===== src/common/uart_defines.svh =====
`ifndef UART_DEFINES_SVH
`define UART_DEFINES_SVH

// Serial bit period in clock cycles, 50 MHz / 115200.
`define UART_CLKS_PER_BIT 434

// Host command, always two bytes.
`define UART_CMD_WIDTH 16

// Receive parity checking, 0 forces the error flag low.
`define UART_PARITY_CHECK 1

`endif


===== src/common/uart_pkg.sv =====
`default_nettype none

`include "uart_defines.svh"

package uart_pkg;

  typedef logic [7:0] uart_byte_t;

  typedef logic [`UART_CMD_WIDTH-1:0] uart_cmd_t;

  // Start bit in bit 0, stop bit in bit 10.
  typedef logic [10:0] uart_frame_t;

  typedef logic [8:0] uart_read_t; // Parity error flag on top.

  typedef logic [$clog2(`UART_CLKS_PER_BIT + 1)-1:0] baud_cnt_t;

  typedef logic [3:0] bit_idx_t;

  typedef enum logic [1:0] {
    IDLE,
    SEND_HI,
    SEND_LO
  } tx_state_t;

endpackage

`default_nettype wire


===== src/logic/baud_timer.sv =====
`default_nettype none

`include "uart_defines.svh"

module baud_timer
  import uart_pkg::*;
(
  input  wire  clk,
  input  wire  rst_n,
  input  wire  run,
  output logic mid_tick,
  output logic bit_tick
);

  localparam baud_cnt_t LAST_CNT = baud_cnt_t'(`UART_CLKS_PER_BIT - 1);
  localparam baud_cnt_t HALF_CNT = baud_cnt_t'(`UART_CLKS_PER_BIT / 2);

  baud_cnt_t cnt;

  // Free running while run is high, parked at zero otherwise.
  always_ff @(posedge clk or negedge rst_n) begin
    if (!rst_n) begin
      cnt <= '0;
    end else if (!run) begin
      cnt <= '0;
    end else if (cnt == LAST_CNT) begin
      cnt <= '0; // Next bit.
    end else begin
      cnt <= cnt + 1'b1;
    end
  end

  assign bit_tick = run && (cnt == LAST_CNT);
  assign mid_tick = run && (cnt == HALF_CNT);

endmodule

`default_nettype wire


===== src/tx/tx_ctrl_fsm.sv =====
`default_nettype none

module tx_ctrl_fsm
  import uart_pkg::*;
(
  input  wire             clk,
  input  wire             rst_n,
  input  wire  uart_cmd_t cmd_in,
  input  wire             cmd_vld,
  input  wire             frame_done,
  output logic            cmd_rdy,
  output logic            load,
  output uart_byte_t      load_byte
);

  tx_state_t state;
  uart_cmd_t cmd_q;
  logic      first_q;
  logic      accept;

  assign accept = (state == IDLE) && cmd_vld && cmd_rdy;

  always_ff @(posedge clk or negedge rst_n) begin
    if (!rst_n) begin
      state   <= IDLE;
      cmd_rdy <= 1'b1;
      first_q <= 1'b0;
    end else begin
      first_q <= 1'b0;
      case (state)
        IDLE: begin
          if (accept) begin
            state   <= SEND_HI;
            cmd_rdy <= 1'b0;
            first_q <= 1'b1; // High byte loads on the next cycle.
          end
        end
        SEND_HI: begin
          if (frame_done) begin
            state <= SEND_LO;
          end
        end
        SEND_LO: begin
          if (frame_done) begin
            state   <= IDLE;
            cmd_rdy <= 1'b1;
          end
        end
        default: begin
          state   <= IDLE;
          cmd_rdy <= 1'b1;
        end
      endcase
    end
  end

  always_ff @(posedge clk) begin
    if (accept) begin
      cmd_q <= cmd_in;
    end
  end

  // Low byte loads on the last tick of the high frame, so the frames
  // run back to back.
  assign load      = first_q || ((state == SEND_HI) && frame_done);
  assign load_byte = first_q ? cmd_q[15:8] : cmd_q[7:0];

endmodule

`default_nettype wire


===== src/tx/tx_shifter.sv =====
`default_nettype none

module tx_shifter
  import uart_pkg::*;
(
  input  wire              clk,
  input  wire              rst_n,
  input  wire              load,
  input  wire  uart_byte_t load_byte,
  input  wire              bit_tick,
  output logic             busy,
  output logic             frame_done,
  output logic             tx
);

  uart_frame_t frame_q;
  uart_frame_t new_frame;
  bit_idx_t    idx;
  logic        shift;

  // Stop, odd parity, data, start.
  assign new_frame = {1'b1, ~^load_byte, load_byte, 1'b0};

  assign shift      = busy && bit_tick;
  assign frame_done = shift && (idx == bit_idx_t'(10));

  always_ff @(posedge clk or negedge rst_n) begin
    if (!rst_n) begin
      busy <= 1'b0;
      idx  <= '0;
      tx   <= 1'b1;
    end else if (load) begin
      busy <= 1'b1;
      idx  <= '0;
      tx   <= new_frame[0];
    end else if (frame_done) begin
      busy <= 1'b0;
      tx   <= 1'b1; // Line idles high.
    end else if (shift) begin
      idx <= idx + 1'b1;
      tx  <= frame_q[1];
    end
  end

  always_ff @(posedge clk) begin
    if (load) begin
      frame_q <= new_frame;
    end else if (shift) begin
      frame_q <= {1'b1, frame_q[10:1]};
    end
  end

endmodule

`default_nettype wire


===== src/rx/rx_deframer.sv =====
`default_nettype none

`include "uart_defines.svh"

module rx_deframer
  import uart_pkg::*;
(
  input  wire        clk,
  input  wire        rst_n,
  input  wire        rx,
  input  wire        mid_tick,
  output logic       busy,
  output logic       read_rdy,
  output uart_read_t read_data
);

  typedef enum logic {
    RX_IDLE,
    RX_RECV
  } rx_state_t;

  rx_state_t  state;
  logic       rx_meta;
  logic       rx_sync;
  logic       rx_prev;
  bit_idx_t   idx;
  logic [8:0] sample_q; // Parity and data, LSB first.
  logic       start_edge;
  logic       parity_err;

  always_ff @(posedge clk or negedge rst_n) begin
    if (!rst_n) begin
      rx_meta <= 1'b1;
      rx_sync <= 1'b1;
      rx_prev <= 1'b1;
    end else begin
      rx_meta <= rx;
      rx_sync <= rx_meta;
      rx_prev <= rx_sync;
    end
  end

  assign start_edge = rx_prev && !rx_sync;
  assign busy       = (state == RX_RECV);

  // Odd parity over data and parity bit.
  assign parity_err = (`UART_PARITY_CHECK != 0) && !(^sample_q);

  always_ff @(posedge clk or negedge rst_n) begin
    if (!rst_n) begin
      state     <= RX_IDLE;
      idx       <= '0;
      read_rdy  <= 1'b0;
      read_data <= '0;
    end else begin
      read_rdy <= 1'b0;
      case (state)
        RX_IDLE: begin
          if (start_edge) begin
            state <= RX_RECV;
            idx   <= '0;
          end
        end
        RX_RECV: begin
          if (mid_tick) begin
            if ((idx == '0) && rx_sync) begin
              state <= RX_IDLE; // Glitch, not a start bit.
            end else if (idx == bit_idx_t'(10)) begin
              state <= RX_IDLE;
              // Bad stop bit drops the frame.
              if (rx_sync) begin
                read_rdy  <= 1'b1;
                read_data <= {parity_err, sample_q[7:0]};
              end
            end else begin
              idx <= idx + 1'b1;
            end
          end
        end
        default: state <= RX_IDLE;
      endcase
    end
  end

  // Data and parity samples only.
  always_ff @(posedge clk) begin
    if (busy && mid_tick && (idx != '0) && (idx != bit_idx_t'(10))) begin
      sample_q <= {rx_sync, sample_q[8:1]};
    end
  end

endmodule

`default_nettype wire


===== src/logic/uart_cmd_bridge.sv =====
`default_nettype none

module uart_cmd_bridge
  import uart_pkg::*;
(
  input  wire             clk,
  input  wire             rst_n,
  input  wire  uart_cmd_t cmd_in,
  input  wire             cmd_vld,
  input  wire             rx,
  output logic            tx,
  output logic            cmd_rdy,
  output logic            read_rdy,
  output uart_read_t      read_data
);

  logic       load;
  uart_byte_t load_byte;
  logic       frame_done;
  logic       tx_busy;
  logic       tx_bit_tick;
  logic       rx_busy;
  logic       rx_mid_tick;

  tx_ctrl_fsm u_tx_ctrl_fsm (
    .clk        (clk),
    .rst_n      (rst_n),
    .cmd_in     (cmd_in),
    .cmd_vld    (cmd_vld),
    .frame_done (frame_done),
    .cmd_rdy    (cmd_rdy),
    .load       (load),
    .load_byte  (load_byte)
  );

  tx_shifter u_tx_shifter (
    .clk        (clk),
    .rst_n      (rst_n),
    .load       (load),
    .load_byte  (load_byte),
    .bit_tick   (tx_bit_tick),
    .busy       (tx_busy),
    .frame_done (frame_done),
    .tx         (tx)
  );

  // Transmit side only needs the end of each bit.
  baud_timer u_tx_baud (
    .clk      (clk),
    .rst_n    (rst_n),
    .run      (tx_busy),
    .mid_tick (),
    .bit_tick (tx_bit_tick)
  );

  baud_timer u_rx_baud (
    .clk      (clk),
    .rst_n    (rst_n),
    .run      (rx_busy),
    .mid_tick (rx_mid_tick),
    .bit_tick ()
  );

  rx_deframer u_rx_deframer (
    .clk       (clk),
    .rst_n     (rst_n),
    .rx        (rx),
    .mid_tick  (rx_mid_tick),
    .busy      (rx_busy),
    .read_rdy  (read_rdy),
    .read_data (read_data)
  );

endmodule

`default_nettype wire


===== config.mk =====
export PLATFORM = sky130hd
export DESIGN_NAME = uart_cmd_bridge
export DESIGN_NICKNAME = d
export VERILOG_FILES = /design/src/common/uart_pkg.sv /design/src/logic/baud_timer.sv /design/src/tx/tx_ctrl_fsm.sv /design/src/tx/tx_shifter.sv /design/src/rx/rx_deframer.sv /design/src/logic/uart_cmd_bridge.sv
export VERILOG_INCLUDE_DIRS = /design/src /design/src/common
export SDC_FILE = /design/constraint.sdc
export NUM_CORES = 1
export LEC_CHECK = 0
export BUFFER_PORTS_ARGS = -buffer_cell sky130_fd_sc_hd__buf_2
export CELL_PAD_IN_SITES_DETAIL_PLACEMENT = 1
export CELL_PAD_IN_SITES_GLOBAL_PLACEMENT = 1
export CORE_ASPECT_RATIO = 0.9
export CORE_MARGIN = 1
export CORE_UTILIZATION = 54
export CTS_BUF_LIST = sky130_fd_sc_hd__clkbuf_4
export DETAILED_ROUTE_END_ITERATION = 7
export PLACE_DENSITY = 0.95
export SYNTH_ARGS = -nofsm -noshare
export SYNTH_HDL_FRONTEND = slang
export SYNTH_SLANG_ARGS = --single-unit

===== constraint.sdc =====
create_clock -name clk -period 5.05 [get_ports clk]
set_clock_uncertainty 0.2 [all_clocks]
set_input_delay 0.505 -clock clk [delete_from_list [all_inputs] [get_ports clk]]
set_output_delay 0.505 -clock clk [all_outputs]
set_load 0.03 [all_outputs]

Word level (Yosys, flattened, before mapping)
Cells that the tools add are included.
{"block": "totals", "ff_bits": 81, "out_inout_bits": 12, "word_cells": 109}
{"block": "op_classes", "n_addsub": 4, "n_eq_ne": 16, "n_mux": 39, "bitwise": 3, "reduce_logical": 28}
{"op": "$mux W9", "n": 4}
{"op": "$mux W4", "n": 7}
{"op": "$mux W10", "n": 2}
{"op": "$add A9 B1 Y9 const B", "n": 2}
{"op": "$eq A9 B9 Y1 const B", "n": 2}
{"op": "$mux W1", "n": 18}
{"op": "$logic_and A1 B1 Y1", "n": 12}
{"op": "$ne A2 B1 Y1 const B", "n": 5}
{"op": "$eq A9 B8 Y1 const B", "n": 1}
{"op": "$reduce_xor A9 Y1", "n": 1}
{"op": "$add A4 B1 Y4 const B", "n": 2}
{"op": "$eq A4 B4 Y1 const B", "n": 2}
{"op": "$mux W8", "n": 1}
{"op": "$pmux W4 S2", "n": 1}
{"op": "$reduce_xnor A8 Y1", "n": 1}
{"op": "$mux W2", "n": 3}
{"op": "$ne A2 B2 Y1 const B", "n": 3}
{"op": "$pmux W2 S3", "n": 1}
{"op": "$reduce_and A3 Y1", "n": 2}
{"op": "$reduce_and A5 Y1", "n": 1}
{"op": "$logic_not A4 Y1", "n": 1}
{"op": "$ne A4 B4 Y1 const B", "n": 1}
{"op": "$reduce_and A4 Y1", "n": 1}
{"op": "$reduce_bool A2 Y1", "n": 2}
{"op": "11 further kinds", "n": 14}

Longest topological paths before layout
{"block": "depth", "depth_word": 8, "ltp_mapped": 9}

By module
A second synthesis with hierarchy kept.
{"block": "unflattened", "hier_cells": 288, "area_unflattened_um2": 3633.5}
{"module": "rx_deframer", "n_inst": 1, "cells_each": 78, "area_each_um2": 1153.6}
{"module": "baud_timer", "n_inst": 2, "cells_each": 46, "area_each_um2": 471.7}
{"module": "tx_shifter", "n_inst": 1, "cells_each": 76, "area_each_um2": 777.0}
{"module": "tx_ctrl_fsm", "n_inst": 1, "cells_each": 42, "area_each_um2": 759.5}

Least setup slack after synthesis
OpenSTA, ideal clock, no wires.
{"block": "synth_timing", "path_type": "register to register", "start": "register u_tx_ctrl_fsm.cmd_rdy", "end": "register u_tx_ctrl_fsm.cmd_q[0] (enable)", "setup_time_ns": 0.434, "arrival_time_ns": 2.330, "t_required_ns": 4.416, "slack_ns": 2.085, "stages_incl_launch_ff": 2, "path_buffers": 0, "period_less_slack_ns": 2.965, "path_cell_list": "dfstp_2 nor4bb_1"}
{"block": "synth_between", "elab_chain_len": 1}
{"item": "start: declaration", "line_no": "tx_ctrl_fsm.sv:11", "text": "output logic cmd_rdy,"}
{"item": "start signal: assignment", "line_no": "tx_ctrl_fsm.sv:26", "text": "cmd_rdy <= 1'b1;"}
{"item": "start signal: assignment", "line_no": "tx_ctrl_fsm.sv:34", "text": "cmd_rdy <= 1'b0;"}
{"item": "start signal: assignment", "line_no": "tx_ctrl_fsm.sv:46", "text": "cmd_rdy <= 1'b1;"}
{"item": "$logic_and A1 B1 Y1", "line_no": "tx_ctrl_fsm.sv:21", "text": "assign accept = (state == IDLE) && cmd_vld && cmd_rdy;"}
{"item": "net u_tx_ctrl_fsm.accept", "line_no": "tx_ctrl_fsm.sv:19", "text": "logic accept;"}
{"item": "end signal: assignment", "line_no": "tx_ctrl_fsm.sv:59", "text": "cmd_q <= cmd_in;"}
{"item": "end: declaration", "line_no": "tx_ctrl_fsm.sv:17", "text": "uart_cmd_t cmd_q;"}
The timed path passes the listed nets, and every way through them passes these cells.
A chain may end at the register's enable or synchronous reset.

Final worst setup path
{"block": "layout_timing", "start": "register u_tx_baud.cnt[1]", "end": "register u_tx_shifter.frame_q[9], data pin"}
{"block": "layout_between", "elab_chain_len": 7}
{"item": "start: declaration", "line_no": "baud_timer.sv:18", "text": "baud_cnt_t cnt;"}
{"item": "start signal: assignment", "line_no": "baud_timer.sv:29", "text": "cnt <= cnt + 1'b1;"}
{"item": "$eq A9 B9 Y1", "line_no": "baud_timer.sv:33", "text": "assign bit_tick = run && (cnt == LAST_CNT);"}
{"item": "$logic_and A1 B1 Y1", "line_no": "baud_timer.sv:33"}
{"item": "$logic_and A1 B1 Y1", "line_no": "tx_shifter.sv:24", "text": "assign shift = busy && bit_tick;"}
{"item": "$logic_and A1 B1 Y1", "line_no": "tx_shifter.sv:25", "text": "assign frame_done = shift && (idx == bit_idx_t'(10));"}
{"item": "$logic_and A1 B1 Y1", "line_no": "tx_ctrl_fsm.sv:65", "text": "assign load = first_q || ((state == SEND_HI) && frame_done);"}
{"item": "$logic_or A1 B1 Y1", "line_no": "tx_ctrl_fsm.sv:65"}
{"item": "$mux W10", "line_no": "tx_shifter.sv:46", "text": "if (load) begin"}
{"item": "end signal: assignment", "line_no": "tx_shifter.sv:47", "text": "frame_q <= new_frame;"}
{"item": "end signal: assignment", "line_no": "tx_shifter.sv:49", "text": "frame_q <= {1'b1, frame_q[10:1]};"}
{"item": "end: declaration", "line_no": "tx_shifter.sv:16", "text": "uart_frame_t frame_q;"}
Every way passes these cells.

==> results.txt <==
The critical path arrival was 2.90 ns; the maximum clock path buffer count was 2. In this run, placement finished with an instance count of 392. The tools report the area taken by multi-input logic gates as 1370 sq um.

The share of final-layout standard cells stronger than drive strength 1 works out to 22.4%. Of the available clock period, the critical path in the final layout requires 58.4%. The number of setup buffers added after CTS was 0; the number of enable-type register cells in the synthesized netlist was 34.

Cell chosen for the clock root: sky130_fd_sc_hd__clkbuf_4. The detail route stage leaves a number of antenna-violating nets equal to 0. The synthesized netlist contains 41 unique library cells. Setup repair after global routing left no endpoint under its margin.

Type of the setup path with the least slack: reg2reg. The worst-case headroom to the max-slew limit is 21.5%, and the final standard cell count with taps included and fillers excluded is 409. Global routing finished with a remaining overflow of 0.

Counting cells, the worst reg-to-reg path comes to 6. The via count came out at 2257. The number of slew-limit violations in the final report was 0. The placed instances occupy a cell area of 3840 sq um. Summed over all cells, the static leakage comes to 1.61 nW. Once the clock tree was built, the resizer swapped 0 gates to a different size. The slew at the pin closest to its max-slew limit is 1.17 ns. Pin placement for this block handled 32 I/O pins. Wires add up to 7.60 mm. The logs give 2423 for the via count of the first global-routing pass and 0 for the number of max-cap violations. Entering global routing, the biggest net connects 47 pins. Counting buffers and inverters, the worst setup path is 6 cells deep. The worst path in the final design needs a cycle of 2.95 ns, including I/O delays and setup. The share of synthesized flip-flops with an asynchronous set or reset was 57.5%; the overall die height was 79.5 microns. Standard cell with the maximum stage delay on the critical path: sky130_fd_sc_hd__a41o_1. The worst setup path endpoint was u_tx_shifter.frame_q[9]. The largest stage delay on the critical path was 0.78 ns. During synthesis, Yosys emitted a total of 0 warnings. Input and output buffers added on the ports amount to 31.

Terminus of the critical flop-to-flop path: u_tx_shifter.frame_q[9]. The number of nets in the layout was 346; the routed length per instance was 18.6 microns. After filler insertion, the fill cell instance count of the layout stands at 655. Across all register-to-register paths, the minimum setup slack is 2.10 ns.

For this run, the total global-route usage over all layers was measured as 24.3%. Setup violations remaining at the end of the flow were counted as 0. The part of the Yosys area used for sequential elements came out at 60.4%. The run finished with clean final reports. The kind of cell with the highest combined delay along the critical path is compound AO/OA/AOI/OAI gates.

The first-pass GRT wire length was 12.3 mm; the count of final hold-check violations was 0. The netlist area before placement was 3610 sq um. The DRC violation count after routing was 0. The class of the tightest hold or removal check was in2async. CTS saw 80 sinks. Leaving out fill and tap cells, the most frequent cells in the layout are sky130_fd_sc_hd__dfrtp_1, sky130_fd_sc_hd__edfxtp_1, sky130_fd_sc_hd__nor2_1, sky130_fd_sc_hd__buf_2, sky130_fd_sc_hd__a21oi_1.

At the worst endpoint, the required time is 5.00 ns. The most common cell after layout, fill and taps aside is sky130_fd_sc_hd__dfrtp_1. The number of nets in the synthesized netlist is 310, and the total buffers and inverters traversed by the critical path is 1. Once the floorplan was initialized, standard cells occupied 57.4% of the core.

The logs give 0 for the initial antenna violation count and 0 ns for the setup TNS. The clock transition at the registers of the reported paths works out to 0.14 ns. The tools report the clock insertion delay at the later pin of the skew report as 0.44 ns. The tools report the launch instance of the worst register-to-register path as u_tx_baud.cnt[1]. The number of flip-flops and latches in the synthesized netlist came out at 80. The leading register cell type out of synthesis is sky130_fd_sc_hd__dfrtp_1. Derived from the worst setup path, the maximum achievable clock frequency is 0.339 GHz. For the area of the die, the log shows 7010 sq um.

The synthesis-to-finish area growth works out to 11.2%. The routed via count divided by cell count works out to 5.52. In the final layout, flip-flops and latches occupy 2180 sq um.

The logs give 4010 sq um for the final non-filler cell area and 3 for the number of levels in the clock H-tree. The signal on the critical path passes through inv_1 > ha_1 > nand4_1 > nor4_4 > a41o_1 > a21boi_0. Synthesis produced 281 cells.

The tools report the number of DRC markers in iteration 0 as 104. TritonCTS built the clock tree. The biggest fanout along the worst timing path is 23, and the maximum ir drop on the vdd rail is 0.186 mV. The tools report the worst setup path startpoint as u_tx_baud.cnt[1]. The total clock buffers created by CTS was 9; the number of antenna cells inserted was 0. The tools report the sort of element at the end of the critical path as a flip-flop.

The post-detailed-placement half-perimeter wirelength was 5.32 mm. Power density relative to cell area: 317 nW/um^2. The tools report the core footprint as 6280 sq um. For the count of hold buffers inserted by post-cts repair, the log shows 1.

Average size of a mapped cell: 12.8 sq um. The number of rows in the core area was 27; the die outline width was 88.1 microns. STA classifies the critical path startpoint as a flip-flop.

The run gives 0.823 as the last weighted congestion value of the routability-driven placer. The number of iterations in the first detailed-routing pass is 4.
==> sequential cells by signal (all words and copies together) (netlist names), 2 cells and up <==
| register | count |
|---|---|
| u_tx_ctrl_fsm.cmd_q | 16 |
| u_rx_baud.cnt | 9 |
| u_rx_deframer.idx | 4 |
| u_tx_baud.cnt | 9 |
| u_tx_shifter.idx | 4 |
| u_rx_deframer.read_data | 9 |
| u_tx_ctrl_fsm.state | 2 |
| u_tx_shifter.frame_q | 9 |
| u_rx_deframer.sample_q | 9 |
==> final cells by class <==
class / instances / area share (%)
multi-input cells: 185 / 34.1
repair buffers: 32 / 4.12
clock inverters: 6 / 2.06
well taps: 87 / 2.72
clock buffers: 10 / 1.87
inverters: 9 / 0.843
flip-flops and latches: 80 / 54.3
==> routing by layer <==
layer / share of wire [%] / vias to the layer above / global-route usage (%)
met5: 0 / - / 0
met4: 1.6 / 0 / 7.74
met2: 51 / 38 / 39.1
met1: 44 / 1142 / 30.9
li1: - / 1063 / -
met3: 3.7 / 14 / 8.27
==> how the worst min path moves through the flow <==
stage | from | endpoint | slack [ns]
5_1_grt | cmd_in[1] | u_tx_ctrl_fsm.cmd_q[1] | 0.002
6_report | rst_n | u_rx_baud.cnt[7] | 0.02
2_1_floorplan | rst_n | u_rx_baud.cnt[0] | 0.009
4_1_cts | cmd_in[3] | u_tx_ctrl_fsm.cmd_q[3] | 0.02
3_5_place_dp | u_rx_deframer.rx_meta | u_rx_deframer.rx_sync | 0.15
3_3_place_gp | u_rx_deframer.rx_meta | u_rx_deframer.rx_sync | 0.15
==> metrics by stage <==
stage                     hold slack (ns)  util, %  setup WS, ns  total power, W
final                              0.0221     63.8          2.10         0.00127
after global routing              0.00193     63.8          1.85         0.00132
after CTS                          0.0248     63.8          2.11         0.00128
after detailed placement            0.151     61.1          2.17        0.000855
after global placement              0.147     61.1          2.28        0.000836
after floorplan                   0.00941        -          2.09        0.000808
==> worst reg2reg max path, stage by stage (launching register included) <==
cell,delay [ns]
sky130_fd_sc_hd__dfrtp_1,0.42
sky130_fd_sc_hd__inv_1,0.07
sky130_fd_sc_hd__ha_1,0.18
sky130_fd_sc_hd__nand4_1,0.17
sky130_fd_sc_hd__nor4_4,0.66
sky130_fd_sc_hd__a41o_1,0.78
sky130_fd_sc_hd__a21boi_0,0.19
==> synth_stat cells (2+ instances only) <==
cell / instances / area (sq um)
sky130_fd_sc_hd__nand3_1: 9 / 45.0
sky130_fd_sc_hd__nor2_1: 32 / 120
sky130_fd_sc_hd__nor4_4: 2 / 42.5
sky130_fd_sc_hd__mux2_2: 3 / 33.8
sky130_fd_sc_hd__clkbuf_1: 3 / 11.3
sky130_fd_sc_hd__mux2_4: 7 / 105
sky130_fd_sc_hd__dfstp_2: 5 / 131
sky130_fd_sc_hd__nor4bb_1: 2 / 20.0
sky130_fd_sc_hd__xnor2_1: 18 / 158
sky130_fd_sc_hd__ha_1: 9 / 113
sky130_fd_sc_hd__nand4_1: 4 / 25.0
sky130_fd_sc_hd__nand2b_1: 4 / 25.0
sky130_fd_sc_hd__o21ai_0: 4 / 20.0
sky130_fd_sc_hd__dfrtp_1: 41 / 1030
sky130_fd_sc_hd__xor2_1: 17 / 149
sky130_fd_sc_hd__or3_1: 2 / 12.5
sky130_fd_sc_hd__mux2i_1: 12 / 120
sky130_fd_sc_hd__inv_1: 9 / 33.8
sky130_fd_sc_hd__a211oi_1: 2 / 15.0
sky130_fd_sc_hd__o31ai_1: 2 / 15.0
sky130_fd_sc_hd__edfxtp_1: 34 / 1020
sky130_fd_sc_hd__a21oi_1: 26 / 130
sky130_fd_sc_hd__or2_2: 4 / 25.0
sky130_fd_sc_hd__buf_2: 2 / 10.0
sky130_fd_sc_hd__buf_6: 2 / 22.5
sky130_fd_sc_hd__nor3b_1: 2 / 15.0
sky130_fd_sc_hd__nand3b_1: 2 / 15.0
sky130_fd_sc_hd__nand2_1: 9 / 33.8
==> cells by family (layout without fill, tap and decap cells) <==
family,after synthesis,after routing,synth area share (%)
AND/OR/NAND/NOR,80,80,12.5
flip-flops,80,80,60.4
XOR/XNOR,35,35,8.50
adder cells (fa/ha/maj),9,9,3.12
multiplexers,22,22,7.18
AO/OA/AOI/OAI,39,39,6.18
buffers and inverters,16,57,2.15
==> power by group <==
part | total, W | internal (W) | switching [W]
clock network | 0.000429 | 0.000205 | 0.000224
registers | 0.000744 | 0.000705 | 0.0000387
logic | 0.0000969 | 0.0000461 | 0.0000508
(Power assumes the default switching activity.)
